**config.mk**
```make
export PLATFORM = sky130hd
export DESIGN_NAME = wb_subsystem_top
export DESIGN_NICKNAME = d
export VERILOG_FILES = /design/src/wb_pkg.sv /design/src/csr_if.sv /design/src/wb_subsystem_top.sv /design/src/reg_file.sv /design/src/csr_file.sv /design/src/wb_stage.sv
export SDC_FILE = /design/constraint.sdc
export NUM_CORES = 2
export LEC_CHECK = 0
export BUFFER_PORTS_ARGS = -buffer_cell sky130_fd_sc_hd__buf_2
export CORE_MARGIN = 5
export CORE_UTILIZATION = 60
export DETAILED_ROUTE_END_ITERATION = 6
export PLACE_DENSITY = 0.88
export RECOVER_POWER = 100
export SYNTH_ARGS = -nofsm -noshare
export SYNTH_HDL_FRONTEND = slang
export SYNTH_SLANG_ARGS = --single-unit
```
**constraint.sdc**
```tcl
create_clock -name clk -period 9.1 [get_ports clk]
set_input_delay 0.455 -clock clk [delete_from_list [all_inputs] [get_ports clk]]
set_output_delay 0.455 -clock clk [all_outputs]
set_load 0.05 [all_outputs]
```
**src/wb_pkg.sv**
```systemverilog
package wb_pkg;

    // datapath and field widths
    localparam int xlen       = 32;
    localparam int reg_addr_w = 5;
    localparam int csr_num_w  = 14;
    localparam int ecode_w    = 6;
    localparam int esubcode_w = 9;

    // exception flags from the memory stage, listed from highest priority
    typedef enum logic [2:0] {
        exc_int  = 3'd0,
        exc_adef = 3'd1,
        exc_ine  = 3'd2,
        exc_sys  = 3'd3,
        exc_brk  = 3'd4,
        exc_ale  = 3'd5
    } except_t;

    localparam int except_w = 6;

    // ecode values written into estat
    localparam logic [ecode_w-1:0] ecode_int  = 6'h0;
    localparam logic [ecode_w-1:0] ecode_adef = 6'h8;
    localparam logic [ecode_w-1:0] ecode_ale  = 6'h9;
    localparam logic [ecode_w-1:0] ecode_sys  = 6'hb;
    localparam logic [ecode_w-1:0] ecode_brk  = 6'hc;
    localparam logic [ecode_w-1:0] ecode_ine  = 6'hd;

    // implemented csr numbers
    localparam logic [csr_num_w-1:0] csr_crmd   = 14'h00;
    localparam logic [csr_num_w-1:0] csr_prmd   = 14'h01;
    localparam logic [csr_num_w-1:0] csr_estat  = 14'h05;
    localparam logic [csr_num_w-1:0] csr_era    = 14'h06;
    localparam logic [csr_num_w-1:0] csr_badv   = 14'h07;
    localparam logic [csr_num_w-1:0] csr_eentry = 14'h0c;
    localparam logic [csr_num_w-1:0] csr_save0  = 14'h30;
    localparam logic [csr_num_w-1:0] csr_save1  = 14'h31;
    localparam logic [csr_num_w-1:0] csr_save2  = 14'h32;
    localparam logic [csr_num_w-1:0] csr_save3  = 14'h33;

    // field positions, prmd shares the crmd layout for plv and ie
    localparam int crmd_plv_lo       = 0;
    localparam int crmd_plv_hi       = 1;
    localparam int crmd_ie           = 2;
    localparam int estat_ecode_lo    = 16;
    localparam int estat_ecode_hi    = 21;
    localparam int estat_esubcode_lo = 22;
    localparam int estat_esubcode_hi = 30;

endpackage
```
**src/csr_if.sv**
```systemverilog
interface csr_if;
    import wb_pkg::*;

    // csr access from writeback
    logic [csr_num_w-1:0]  csr_num;
    logic                  csr_re;
    logic                  csr_we;
    logic [xlen-1:0]       csr_wmask;
    logic [xlen-1:0]       csr_wvalue;
    logic [xlen-1:0]       csr_rvalue;

    // exception and return handshake
    logic                  wb_ex;
    logic [ecode_w-1:0]    wb_ecode;
    logic [esubcode_w-1:0] wb_esubcode;
    logic [xlen-1:0]       wb_pc;
    logic [xlen-1:0]       wb_vaddr;
    logic                  badv_we;
    logic                  ertn_flush;
    logic [xlen-1:0]       flush_pc;

    modport wb (
        output csr_num, csr_re, csr_we, csr_wmask, csr_wvalue,
        output wb_ex, wb_ecode, wb_esubcode, wb_pc, wb_vaddr, badv_we, ertn_flush,
        input  csr_rvalue, flush_pc
    );

    modport csr (
        input  csr_num, csr_re, csr_we, csr_wmask, csr_wvalue,
        input  wb_ex, wb_ecode, wb_esubcode, wb_pc, wb_vaddr, badv_we, ertn_flush,
        output csr_rvalue, flush_pc
    );

endinterface

```
**src/wb_subsystem_top.sv**
```systemverilog
module wb_subsystem_top #(
    parameter logic [wb_pkg::xlen-1:0] EENTRY_RESET = 32'h1c00_8000
) (
    input  logic                          clk,
    input  logic                          resetn,
    // memory stage handoff
    input  logic                          ms2ws_valid,
    input  logic [wb_pkg::xlen-1:0]       ms_pc,
    input  logic [wb_pkg::xlen-1:0]       ms_vaddr,
    input  logic                          ms_rf_we,
    input  logic [wb_pkg::reg_addr_w-1:0] ms_rf_waddr,
    input  logic [wb_pkg::xlen-1:0]       ms_rf_wdata,
    input  logic                          ms_csr_re,
    input  logic                          ms_csr_we,
    input  logic [wb_pkg::csr_num_w-1:0]  ms_csr_num,
    input  logic [wb_pkg::xlen-1:0]       ms_csr_wmask,
    input  logic [wb_pkg::xlen-1:0]       ms_csr_wvalue,
    input  logic [wb_pkg::except_w-1:0]   ms_except,
    input  logic                          ms_ertn,
    // register observe port
    input  logic [wb_pkg::reg_addr_w-1:0] rf_raddr,
    output logic [wb_pkg::xlen-1:0]       rf_rdata,
    // trace
    output logic [wb_pkg::xlen-1:0]       debug_wb_pc,
    output logic [3:0]                    debug_wb_rf_we,
    output logic [wb_pkg::reg_addr_w-1:0] debug_wb_rf_wnum,
    output logic [wb_pkg::xlen-1:0]       debug_wb_rf_wdata,
    // redirect
    output logic                          wb_ex,
    output logic [wb_pkg::ecode_w-1:0]    wb_ecode,
    output logic [wb_pkg::esubcode_w-1:0] wb_esubcode,
    output logic                          ertn_flush,
    output logic [wb_pkg::xlen-1:0]       flush_pc
);
    import wb_pkg::*;

    logic                  rf_we;
    logic [reg_addr_w-1:0] rf_waddr;
    logic [xlen-1:0]       rf_wdata;

    csr_if u_csr_if ();

    wb_stage u_wb_stage (
        .clk               (clk),
        .resetn            (resetn),
        .ms2ws_valid       (ms2ws_valid),
        .ms_pc             (ms_pc),
        .ms_vaddr          (ms_vaddr),
        .ms_rf_we          (ms_rf_we),
        .ms_rf_waddr       (ms_rf_waddr),
        .ms_rf_wdata       (ms_rf_wdata),
        .ms_csr_re         (ms_csr_re),
        .ms_csr_we         (ms_csr_we),
        .ms_csr_num        (ms_csr_num),
        .ms_csr_wmask      (ms_csr_wmask),
        .ms_csr_wvalue     (ms_csr_wvalue),
        .ms_except         (ms_except),
        .ms_ertn           (ms_ertn),
        .csr               (u_csr_if.wb),
        .rf_we             (rf_we),
        .rf_waddr          (rf_waddr),
        .rf_wdata          (rf_wdata),
        .debug_wb_pc       (debug_wb_pc),
        .debug_wb_rf_we    (debug_wb_rf_we),
        .debug_wb_rf_wnum  (debug_wb_rf_wnum),
        .debug_wb_rf_wdata (debug_wb_rf_wdata)
    );

    csr_file #(
        .EENTRY_RESET (EENTRY_RESET)
    ) u_csr_file (
        .clk    (clk),
        .resetn (resetn),
        .csr    (u_csr_if.csr)
    );

    reg_file u_reg_file (
        .clk    (clk),
        .resetn (resetn),
        .we     (rf_we),
        .waddr  (rf_waddr),
        .wdata  (rf_wdata),
        .raddr  (rf_raddr),
        .rdata  (rf_rdata)
    );

    assign wb_ex       = u_csr_if.wb_ex;
    assign wb_ecode    = u_csr_if.wb_ecode;
    assign wb_esubcode = u_csr_if.wb_esubcode;
    assign ertn_flush  = u_csr_if.ertn_flush;
    assign flush_pc    = u_csr_if.flush_pc;

endmodule

```
**src/reg_file.sv**
```systemverilog
module reg_file (
    input  logic                          clk,
    input  logic                          resetn,
    input  logic                          we,
    input  logic [wb_pkg::reg_addr_w-1:0] waddr,
    input  logic [wb_pkg::xlen-1:0]       wdata,
    input  logic [wb_pkg::reg_addr_w-1:0] raddr,
    output logic [wb_pkg::xlen-1:0]       rdata
);
    import wb_pkg::*;

    // no storage behind r0
    logic [xlen-1:0] regs [1:(1 << reg_addr_w) - 1];

    always_ff @(posedge clk) begin
        if (!resetn) begin
            for (int i = 1; i < (1 << reg_addr_w); i++) begin
                regs[i] <= '0;
            end
        end else if (we && waddr != '0) begin
            regs[waddr] <= wdata;
        end
    end

    assign rdata = (raddr == '0) ? '0 : regs[raddr];

endmodule

```
**src/csr_file.sv**
```systemverilog
module csr_file #(
    parameter logic [wb_pkg::xlen-1:0] EENTRY_RESET = '0
) (
    input  logic clk,
    input  logic resetn,
    csr_if.csr   csr
);
    import wb_pkg::*;

    logic [xlen-1:0] crmd;
    logic [xlen-1:0] prmd;
    logic [xlen-1:0] estat;
    logic [xlen-1:0] era;
    logic [xlen-1:0] badv;
    logic [xlen-1:0] eentry;
    logic [xlen-1:0] save [4];

    logic [xlen-1:0] rdata;
    logic            save_sel;

    function automatic logic [xlen-1:0] masked_write(
        input logic [xlen-1:0] old_v,
        input logic [xlen-1:0] new_v,
        input logic [xlen-1:0] mask
    );
        return (old_v & ~mask) | (new_v & mask);
    endfunction

    // save0..save3 share one aligned block of four numbers
    assign save_sel = (csr.csr_num[csr_num_w-1:2] == csr_save0[csr_num_w-1:2]);

    always_ff @(posedge clk) begin
        if (!resetn) begin
            crmd <= '0;
        end else if (csr.wb_ex) begin
            // enter kernel with interrupts off
            crmd[crmd_plv_hi:crmd_plv_lo] <= 2'd0;
            crmd[crmd_ie]                 <= 1'b0;
        end else if (csr.ertn_flush) begin
            crmd[crmd_plv_hi:crmd_plv_lo] <= prmd[crmd_plv_hi:crmd_plv_lo];
            crmd[crmd_ie]                 <= prmd[crmd_ie];
        end else if (csr.csr_we && csr.csr_num == csr_crmd) begin
            crmd <= masked_write(crmd, csr.csr_wvalue, csr.csr_wmask);
        end
    end

    always_ff @(posedge clk) begin
        if (!resetn) begin
            prmd  <= '0;
            estat <= '0;
            era   <= '0;
            badv  <= '0;
        end else if (csr.wb_ex) begin
            prmd[crmd_plv_hi:crmd_plv_lo]            <= crmd[crmd_plv_hi:crmd_plv_lo];
            prmd[crmd_ie]                            <= crmd[crmd_ie];
            estat[estat_ecode_hi:estat_ecode_lo]     <= csr.wb_ecode;
            estat[estat_esubcode_hi:estat_esubcode_lo] <= csr.wb_esubcode;
            era                                      <= csr.wb_pc;
            if (csr.badv_we) begin
                badv <= csr.wb_vaddr;
            end
        end else if (csr.csr_we) begin
            case (csr.csr_num)
                csr_prmd:  prmd  <= masked_write(prmd, csr.csr_wvalue, csr.csr_wmask);
                csr_estat: estat <= masked_write(estat, csr.csr_wvalue, csr.csr_wmask);
                csr_era:   era   <= masked_write(era, csr.csr_wvalue, csr.csr_wmask);
                csr_badv:  badv  <= masked_write(badv, csr.csr_wvalue, csr.csr_wmask);
                default: ;
            endcase
        end
    end

    always_ff @(posedge clk) begin
        if (!resetn) begin
            eentry <= EENTRY_RESET;
            for (int i = 0; i < 4; i++) begin
                save[i] <= '0;
            end
        end else if (csr.csr_we) begin
            if (csr.csr_num == csr_eentry) begin
                eentry <= masked_write(eentry, csr.csr_wvalue, csr.csr_wmask);
            end
            if (save_sel) begin
                save[csr.csr_num[1:0]] <=
                    masked_write(save[csr.csr_num[1:0]], csr.csr_wvalue, csr.csr_wmask);
            end
        end
    end

    // read sees the value before any write in this cycle
    always_comb begin
        case (csr.csr_num)
            csr_crmd:   rdata = crmd;
            csr_prmd:   rdata = prmd;
            csr_estat:  rdata = estat;
            csr_era:    rdata = era;
            csr_badv:   rdata = badv;
            csr_eentry: rdata = eentry;
            csr_save0, csr_save1, csr_save2, csr_save3: rdata = save[csr.csr_num[1:0]];
            default:    rdata = '0;
        endcase
    end

    assign csr.csr_rvalue = csr.csr_re ? rdata : '0;
    assign csr.flush_pc   = csr.ertn_flush ? era : eentry;

    a_no_csr_we_on_ex: assert property (@(posedge clk) disable iff (!resetn)
        !(csr.csr_we && csr.wb_ex))
        else $error("csr write during exception");

endmodule

```
**src/wb_stage.sv**
```systemverilog
module wb_stage (
    input  logic                          clk,
    input  logic                          resetn,
    input  logic                          ms2ws_valid,
    input  logic [wb_pkg::xlen-1:0]       ms_pc,
    input  logic [wb_pkg::xlen-1:0]       ms_vaddr,
    input  logic                          ms_rf_we,
    input  logic [wb_pkg::reg_addr_w-1:0] ms_rf_waddr,
    input  logic [wb_pkg::xlen-1:0]       ms_rf_wdata,
    input  logic                          ms_csr_re,
    input  logic                          ms_csr_we,
    input  logic [wb_pkg::csr_num_w-1:0]  ms_csr_num,
    input  logic [wb_pkg::xlen-1:0]       ms_csr_wmask,
    input  logic [wb_pkg::xlen-1:0]       ms_csr_wvalue,
    input  logic [wb_pkg::except_w-1:0]   ms_except,
    input  logic                          ms_ertn,
    csr_if.wb                             csr,
    output logic                          rf_we,
    output logic [wb_pkg::reg_addr_w-1:0] rf_waddr,
    output logic [wb_pkg::xlen-1:0]       rf_wdata,
    output logic [wb_pkg::xlen-1:0]       debug_wb_pc,
    output logic [3:0]                    debug_wb_rf_we,
    output logic [wb_pkg::reg_addr_w-1:0] debug_wb_rf_wnum,
    output logic [wb_pkg::xlen-1:0]       debug_wb_rf_wdata
);
    import wb_pkg::*;

    logic                  ws_valid;
    logic [xlen-1:0]       ws_pc;
    logic [xlen-1:0]       ws_vaddr;
    logic                  ws_rf_we;
    logic [reg_addr_w-1:0] ws_rf_waddr;
    logic [xlen-1:0]       ws_rf_wdata;
    logic                  ws_csr_re;
    logic                  ws_csr_we;
    logic [csr_num_w-1:0]  ws_csr_num;
    logic [xlen-1:0]       ws_csr_wmask;
    logic [xlen-1:0]       ws_csr_wvalue;
    logic [except_w-1:0]   ws_except;
    logic                  ws_ertn;

    logic                  ex_any;
    logic                  flush;
    logic [ecode_w-1:0]    ex_ecode;
    logic                  ex_badv;
    logic [xlen-1:0]       ex_bad_addr;

    // ready-go is always true, so a flush is the only thing that empties the stage
    always_ff @(posedge clk) begin
        if (!resetn) begin
            ws_valid <= 1'b0;
        end else if (flush) begin
            ws_valid <= 1'b0;
        end else begin
            ws_valid <= ms2ws_valid;
        end
    end

    always_ff @(posedge clk) begin
        if (ms2ws_valid) begin
            ws_pc         <= ms_pc;
            ws_vaddr      <= ms_vaddr;
            ws_rf_we      <= ms_rf_we;
            ws_rf_waddr   <= ms_rf_waddr;
            ws_rf_wdata   <= ms_rf_wdata;
            ws_csr_re     <= ms_csr_re;
            ws_csr_we     <= ms_csr_we;
            ws_csr_num    <= ms_csr_num;
            ws_csr_wmask  <= ms_csr_wmask;
            ws_csr_wvalue <= ms_csr_wvalue;
            ws_except     <= ms_except;
            ws_ertn       <= ms_ertn;
        end
    end

    assign ex_any = ws_valid && (|ws_except);
    assign flush  = csr.wb_ex || csr.ertn_flush;

    // highest priority flag wins
    always_comb begin
        ex_ecode    = ecode_int;
        ex_badv     = 1'b0;
        ex_bad_addr = ws_vaddr;
        if (ws_except[exc_int]) begin
            ex_ecode = ecode_int;
        end else if (ws_except[exc_adef]) begin
            ex_ecode    = ecode_adef;
            ex_badv     = 1'b1;
            // fetch fault, the pc itself is the bad address
            ex_bad_addr = ws_pc;
        end else if (ws_except[exc_ine]) begin
            ex_ecode = ecode_ine;
        end else if (ws_except[exc_sys]) begin
            ex_ecode = ecode_sys;
        end else if (ws_except[exc_brk]) begin
            ex_ecode = ecode_brk;
        end else if (ws_except[exc_ale]) begin
            ex_ecode = ecode_ale;
            ex_badv  = 1'b1;
        end
    end

    assign csr.wb_ex       = ex_any;
    assign csr.wb_ecode    = ex_ecode;
    assign csr.wb_esubcode = '0;
    assign csr.wb_pc       = ws_pc;
    assign csr.wb_vaddr    = ex_bad_addr;
    assign csr.badv_we     = ex_any && ex_badv;
    // an ertn that also carries a fault is taken as the fault
    assign csr.ertn_flush  = ws_valid && ws_ertn && !ex_any;

    assign csr.csr_num    = ws_csr_num;
    assign csr.csr_re     = ws_valid && ws_csr_re;
    assign csr.csr_we     = ws_valid && ws_csr_we && !ex_any;
    assign csr.csr_wmask  = ws_csr_wmask;
    assign csr.csr_wvalue = ws_csr_wvalue;

    // register write only for a clean retire
    assign rf_we    = ws_valid && ws_rf_we && !ex_any && !ws_ertn;
    assign rf_waddr = ws_rf_waddr;
    assign rf_wdata = ws_csr_re ? csr.csr_rvalue : ws_rf_wdata;

    assign debug_wb_pc       = ws_pc;
    assign debug_wb_rf_we    = {4{rf_we}};
    assign debug_wb_rf_wnum  = ws_rf_waddr;
    assign debug_wb_rf_wdata = rf_wdata;

    // the instruction behind a flush must leave no trace
    a_quiet_after_flush: assert property (@(posedge clk) disable iff (!resetn)
        flush |=> !(rf_we || csr.csr_we || csr.wb_ex || csr.ertn_flush))
        else $error("side effect in the cycle after a flush");

endmodule

```
### Word level (Yosys, flattened, before mapping)

Memories as Yosys holds them, arrays and structs flattened. A register that Yosys moved wholly into a read port is not among the register bits.
Cells that the tools add are included.

| storage, ports and cells | value |
|---|---|
| logic and storage cells | 143 |
| bits in registers | 382 |
| bits of input ports | 197 |
| output and inout port bits | 154 |
| memories kept | 2 |
| RAM bits | 1120 |

| operators by class | value |
|---|---|
| eq/ne operators | 11 |
| bitwise logic cells | 19 |
| reduce and logical (&&, ||, !) cells | 39 |
| mux-type cells | 49 |

Memories:

| memory | words | bits a word | rd ports | clocked after Yosys merged registers in | wr ports | line | source |
|---|---|---|---|---|---|---|---|
| u_reg_file.regs | 31 | 32 | 1 | 0 | 31 | reg_file.sv:13 | `logic [xlen-1:0] regs [1:(1 << reg_addr_w) - 1];` |
| u_csr_file.save | 4 | 32 | 1 | 1 | 4 | csr_file.sv:16 | `logic [xlen-1:0] save [4];` |

Operators with widths:

| kind | count |
|---|---|
| 32-bit two-way mux | 15 |
| 32-bit bitwise AND | 8 |
| 32-bit bitwise OR | 7 |
| 32-bit case mux with 7 select lines | 1 |
| 32-bit OR reduction | 2 |
| 14-bit by 6-bit == test with 1-bit output (second input constant) | 4 |
| 22-bit two-way mux | 2 |
| 14-bit by 3-bit == test with 1-bit output (second input constant) | 3 |
| 6-bit two-way mux | 6 |
| 32-bit NOT | 1 |
| 1-bit two-way mux | 16 |
| 3-bit two-way mux | 5 |
| 14-bit by 1-bit == test with 1-bit output (second input constant) | 1 |
| 14-bit by 4-bit == test with 1-bit output (second input constant) | 1 |
| 14-bit zero test | 1 |
| 12-bit by 4-bit == test with 1-bit output (second input constant) | 1 |
| 1-bit logical AND | 12 |
| 3-bit AND reduction | 4 |
| 2-bit nonzero test | 6 |
| 2-bit AND reduction | 5 |
| 6-bit OR reduction | 1 |
| 5-bit zero test | 1 |
| 5-bit two-way mux | 1 |
| 5-bit nonzero test | 1 |
| other kinds (8) | 13 |

### Logic depth before layout (Yosys ltp)

| depth | value |
|---|---|
| depth in word-level cells | 11 |
| mapped depth | 9 |
| gate-level depth less buffers | 6 |

### Modules after synthesis

Synthesis repeated with hierarchy kept, for this count alone.

| unflattened totals | value |
|---|---|
| cells, all modules | 5121 |
| area total of the unflattened synthesis | 70302.4 sq um |

By module, submodules not included:

| module | area an instance (sq um) | cells each | times used | sequential area each (sq um) |
|---|---|---|---|---|
| reg_file | 46419.5 | 2955 | 1 | 30749.5 |
| csr_file | 16618.4 | 1795 | 1 | 7687.4 |
| wb_stage | 7264.5 | 371 | 1 | 5695.5 |

### Worst setup path after synthesis

OpenSTA, ideal clock, no wires.

| timing path | value |
|---|---|
| kind | reg-to-reg |
| start | register u_wb_stage.ws_except[3] |
| end | memory u_csr_file.save[0][0] (enable) |
| data required time | 8.630 ns |
| buffers on the path | 2 |
| library setup time | 0.470 ns |
| setup slack | 4.372 ns |
| period minus slack after synthesis | 4.728 ns |
| cell stages (with the launch flop) | 7 |
| arrival time | 4.257 ns |
| cell sequence | edfxtp_1 > or4_1 > nor3_2 > buf_2 > buf_2 > nand4_1 > o31ai_1 |

RTL lines:

| item | line | source |
|---|---|---|
| start, declared | wb_stage.sv:39 | `logic [except_w-1:0] ws_except;` |
| start signal, assigned | wb_stage.sv:71 | `ws_except <= ms_except;` |
| end, declared | csr_file.sv:16 |  |

### Worst setup path in the final report

| timing path | value |
|---|---|
| start | register u_wb_stage.ws_csr_num[9], in the netlist u_wb_stage.csr.csr_num[9] |
| end | output port debug_wb_rf_wdata[0] in the netlist's numbering |

| on the way | value |
|---|---|
| cells in the longest elaborated chain, start to end | 5 |
| elaborated cells on any way between the ends | 14 |
| classes of those cells | 9 x eq/ne; 3 x mux; 2 x reduce/logical |

Ends and longest elaborated chain:

| item | line | source |
|---|---|---|
| start, declared | wb_stage.sv:36 | `logic [csr_num_w-1:0] ws_csr_num;` |
| start signal, assigned | wb_stage.sv:68 | `ws_csr_num <= ms_csr_num;` |
| 14-bit by 6-bit == test with 1-bit output | csr_file.sv:92 | `case (csr.csr_num)` |
| 4-bit OR reduction | csr_file.sv:92 |  |
| 32-bit case mux with 7 select lines * | csr_file.sv:92 |  |
| 32-bit two-way mux * | csr_file.sv:104 | `assign csr.csr_rvalue = csr.csr_re ? rdata : '0;` |
| 32-bit two-way mux * | wb_stage.sv:121 | `assign rf_wdata = ws_csr_re ? csr.csr_rvalue : ws_rf_wdata;` |
| end, declared | wb_subsystem_top.sv:27 | `output logic [wb_pkg::xlen-1:0] debug_wb_rf_wdata,` |

Every way passes the cells marked *; elsewhere a longest branch is shown, timed or not.

==> out/qor.yml <==
floorplanning:
  die_x_um: 345
  die_h_um: 345
  core_area_um2: 112000
  fp-row-count: 123
  die-area_um2: 119000
  initial_utilization: 0.602
  io_pins: 351
logic_synthesis:
  synth_top_family_by_area: "multiplexers"
  yosysMostFrequentCell: "edfxtp_1"
  synth_cell_types: 67
  synth_edf_count: 1341
  netlist_instances: 5116
  yosys_most_used_dff: "edfxtp_1"
  syn_area_um2: 67400
  synth-xor-area-share: 0
  synthAdderAreaFrac: 0
  ys_warn_count: 0
  synth_compound_area_frac: 0.0845
  syn_avg_cell_area_um2: 13.2
  synth_mux_area_frac: 0.117
  synthTopCellsByCount: "edfxtp_1 (1,341), nor2_1 (1,150), clkbuf_1 (311), nand2_1 (278), mux4_2 (228)"
  synth_top_area_share: 0.597
  synth-simple-area-share: 0.106
  synth_area_leaders: "edfxtp_1 (60%), mux4_2 (7.6%), nor2_1 (6.4%), dfxtp_1 (5.8%), mux2i_1 (3.0%)"
  synth_top_area_cell: "edfxtp_1"
  synth-async-reset-ratio: 0
  synth-seq-cells: 1536
  seq_area_frac_synth: 0.655
sta:
  setup_viol: 0
  clock_skew_ns: 0.0363
  tightest_slew_ns: 4.10
  finalHoldWorstSlack_ns: 0.266
  clock.fmax_ghz: 0.139
  fin_crit_sh: 0.793
  finalHoldViolations: 0
  tns_ns: 0
  rsz0062_at_grt: "false"
  slew_headroom: -1.76
  fin_ws_ns: 1.89
  report.final.slew_viol_count: 3216
  period_needed_ns: 7.21
pwr:
  vdd_drop_max_uv: 198
  intPower_mw: 11.8
  switching_share: 0.248
  power_frac_comb: 0.084
  p_leak_nw: 27.0
  p_per_area_nw_per_um2: 206
  seq_power_share: 0.518
  power_mw: 15.7
  clockPowerShare: 0.398
  switching_power_mw: 3.90
global_routing:
  grt_pass1_wl_mm: 318
  antenna_found_initial: 3
  gr-total-overflow: 0
  use_met2: 0.559
  gr-usage-all-layers: 0.351
  grt_busiest_layer: "met2"
  grt_pass1_vias: 50911
  grt_max_degree: 88
  use_met3: 0.103
  global_route.usage.met1: 0.431
routing:
  vias_per_cell: 7.07
  wl_per_cell_um: 30.2
  wirelength_mm: 214
  drt_iter0_drc: 9120
  via_count: 50268
  drc_errors: 2
  ant_nets: 0
  drtPass1Iterations: 7
clock_tree:
  root_buffer: "clkbuf_16"
  clk_latency_ns: 0.80
  cts.sinks: 1536
  cts_buffer_depth: 3
  cts.clk_slew.worst_paths_ns: 0.06
  htreeDepth: 4
  cts-buffers-inserted: 154
  cts_tree: "built"
flow_run:
  maxCapViolations: 97
min_path:
  hold_path_class: "input port to flop"
final_layout:
  nets: 5677
  layout-drive-gt1-share: 0.136
  syn_to_final_growth_pct: 13.1
  stdcell_count: 7109
  num-fill-cells: 7096
place:
  numPortBuffers: 339
  dp_hpwl_mm: 119
  dp_cells: 6635
  dpl_worst_slack_ns: 4.33
  place_congestion: 0.880
run_status:
  violations: "design-rule violations, max-capacitance violations, max-slew violations"
  outcome: "complete, but fails checks"
setup_path:
  path_class: "flop to output pin"
  path_max_fanout: 32
  critPathRequiredTime_ns: 8.65
  end_kind: "output pin"
  reg2reg_slack_ns: 1.95
  critPathArrivalTime_ns: 6.76
  cp-start-kind: "flop"
critical path, cell delays in order (launching register included):
cell and delay (ns):
edfxtp_1 0.39, nor4_1 1.18, nand3_1 1.10, clkbuf_1 0.96
a21oi_1 0.51, o22ai_2 0.13, clkbuf_1 0.67, inv_1 0.46
clkbuf_1 0.52
worst paths after layout:
| kind | to | from | depth (start not counted) |
|---|---|---|---|
| max | debug_wb_rf_wdata[0] | u_wb_stage.csr.csr_num[9]$_DFFE_PP_ | 8 |
| max reg2reg | flop | u_wb_stage.csr.csr_num[9]$_DFFE_PP_ | 6 |
| min reg2reg | flop | flop | 2 |
| min | flop | resetn | 2 |
logic make-up after synthesis:
| family | after synthesis |
|---|---|
| DFF | 1536 |
| muxes | 498 |
| and+or+nand+nor | 1721 |
| buffers and inverters | 574 |
| AOI/OAI and AO/OA | 786 |
| other | 1 |
layout by cell type (no fill, tap or decap), types with 52 or more instances in the layout:
| cell | n |
|---|---|
| dlygate4sd3_1 | 189 |
| a21oi_1 | 148 |
| dfxtp_1 | 194 |
| a31oi_1 | 64 |
| clkbuf_1 | 292 |
| buf_4 | 52 |
| buf_2 | 168 |
| a22oi_1 | 99 |
| mux2i_1 | 204 |
| nand3_1 | 105 |
| mux4_2 | 228 |
| edfxtp_1 | 1341 |
| inv_1 | 67 |
| o21ai_0 | 74 |
| clkbuf_16 | 156 |
| a211oi_1 | 111 |
| nor2_1 | 1148 |
| nand2_1 | 277 |
layout make-up:
cell class	count	area, um^2	share of cell area
sequential	1536	44200	0.579
multi-input combinational	3048	20900	0.275
antenna	2	5.00	0.0000656
clock buffer	193	4070	0.0534
timing repair buffer	672	4130	0.0542
tap	1500	1880	0.0246
clock inverter	90	793	0.0104
inverter	68	255	0.00335
routing by layer:
layer	vias up	part of all wire
li1	19772	-
met1	23845	0.31
met2	5310	0.47
met3	1337	0.15
met4	4	0.073
met5	-	0.00014
through the flow:
stage / instance area [um^2] / utilization
after detailed placement: 70200 / 0.627
after floorplan: 67600 / -
after CTS: 77000 / 0.687
after global routing: 76200 / 0.680
after global placement: 70200 / 0.627
final: 76200 / 0.680
what timing repair did:
item | 4_1_cts | 5_1_grt
resized for setup | 0 | 0
endpoints found under the hold margin | 191 | 0
setup endpoints to repair | 0 | 0
hold buffers | 189 | 0
buffers inserted | 0 | 0
power by group through the flow:
stage          clock network, mW  logic [mW]  registers, mW
2_1_floorplan                  0       0.795           8.19
3_3_place_gp                   0        1.18           8.22
3_5_place_dp                   0        1.21           8.24
4_1_cts                     6.22        1.29           8.10
5_1_grt                     6.53        1.37           8.14
6_report                    6.25        1.33           8.13
Note: power is estimated with default switching activity, not from simulation.
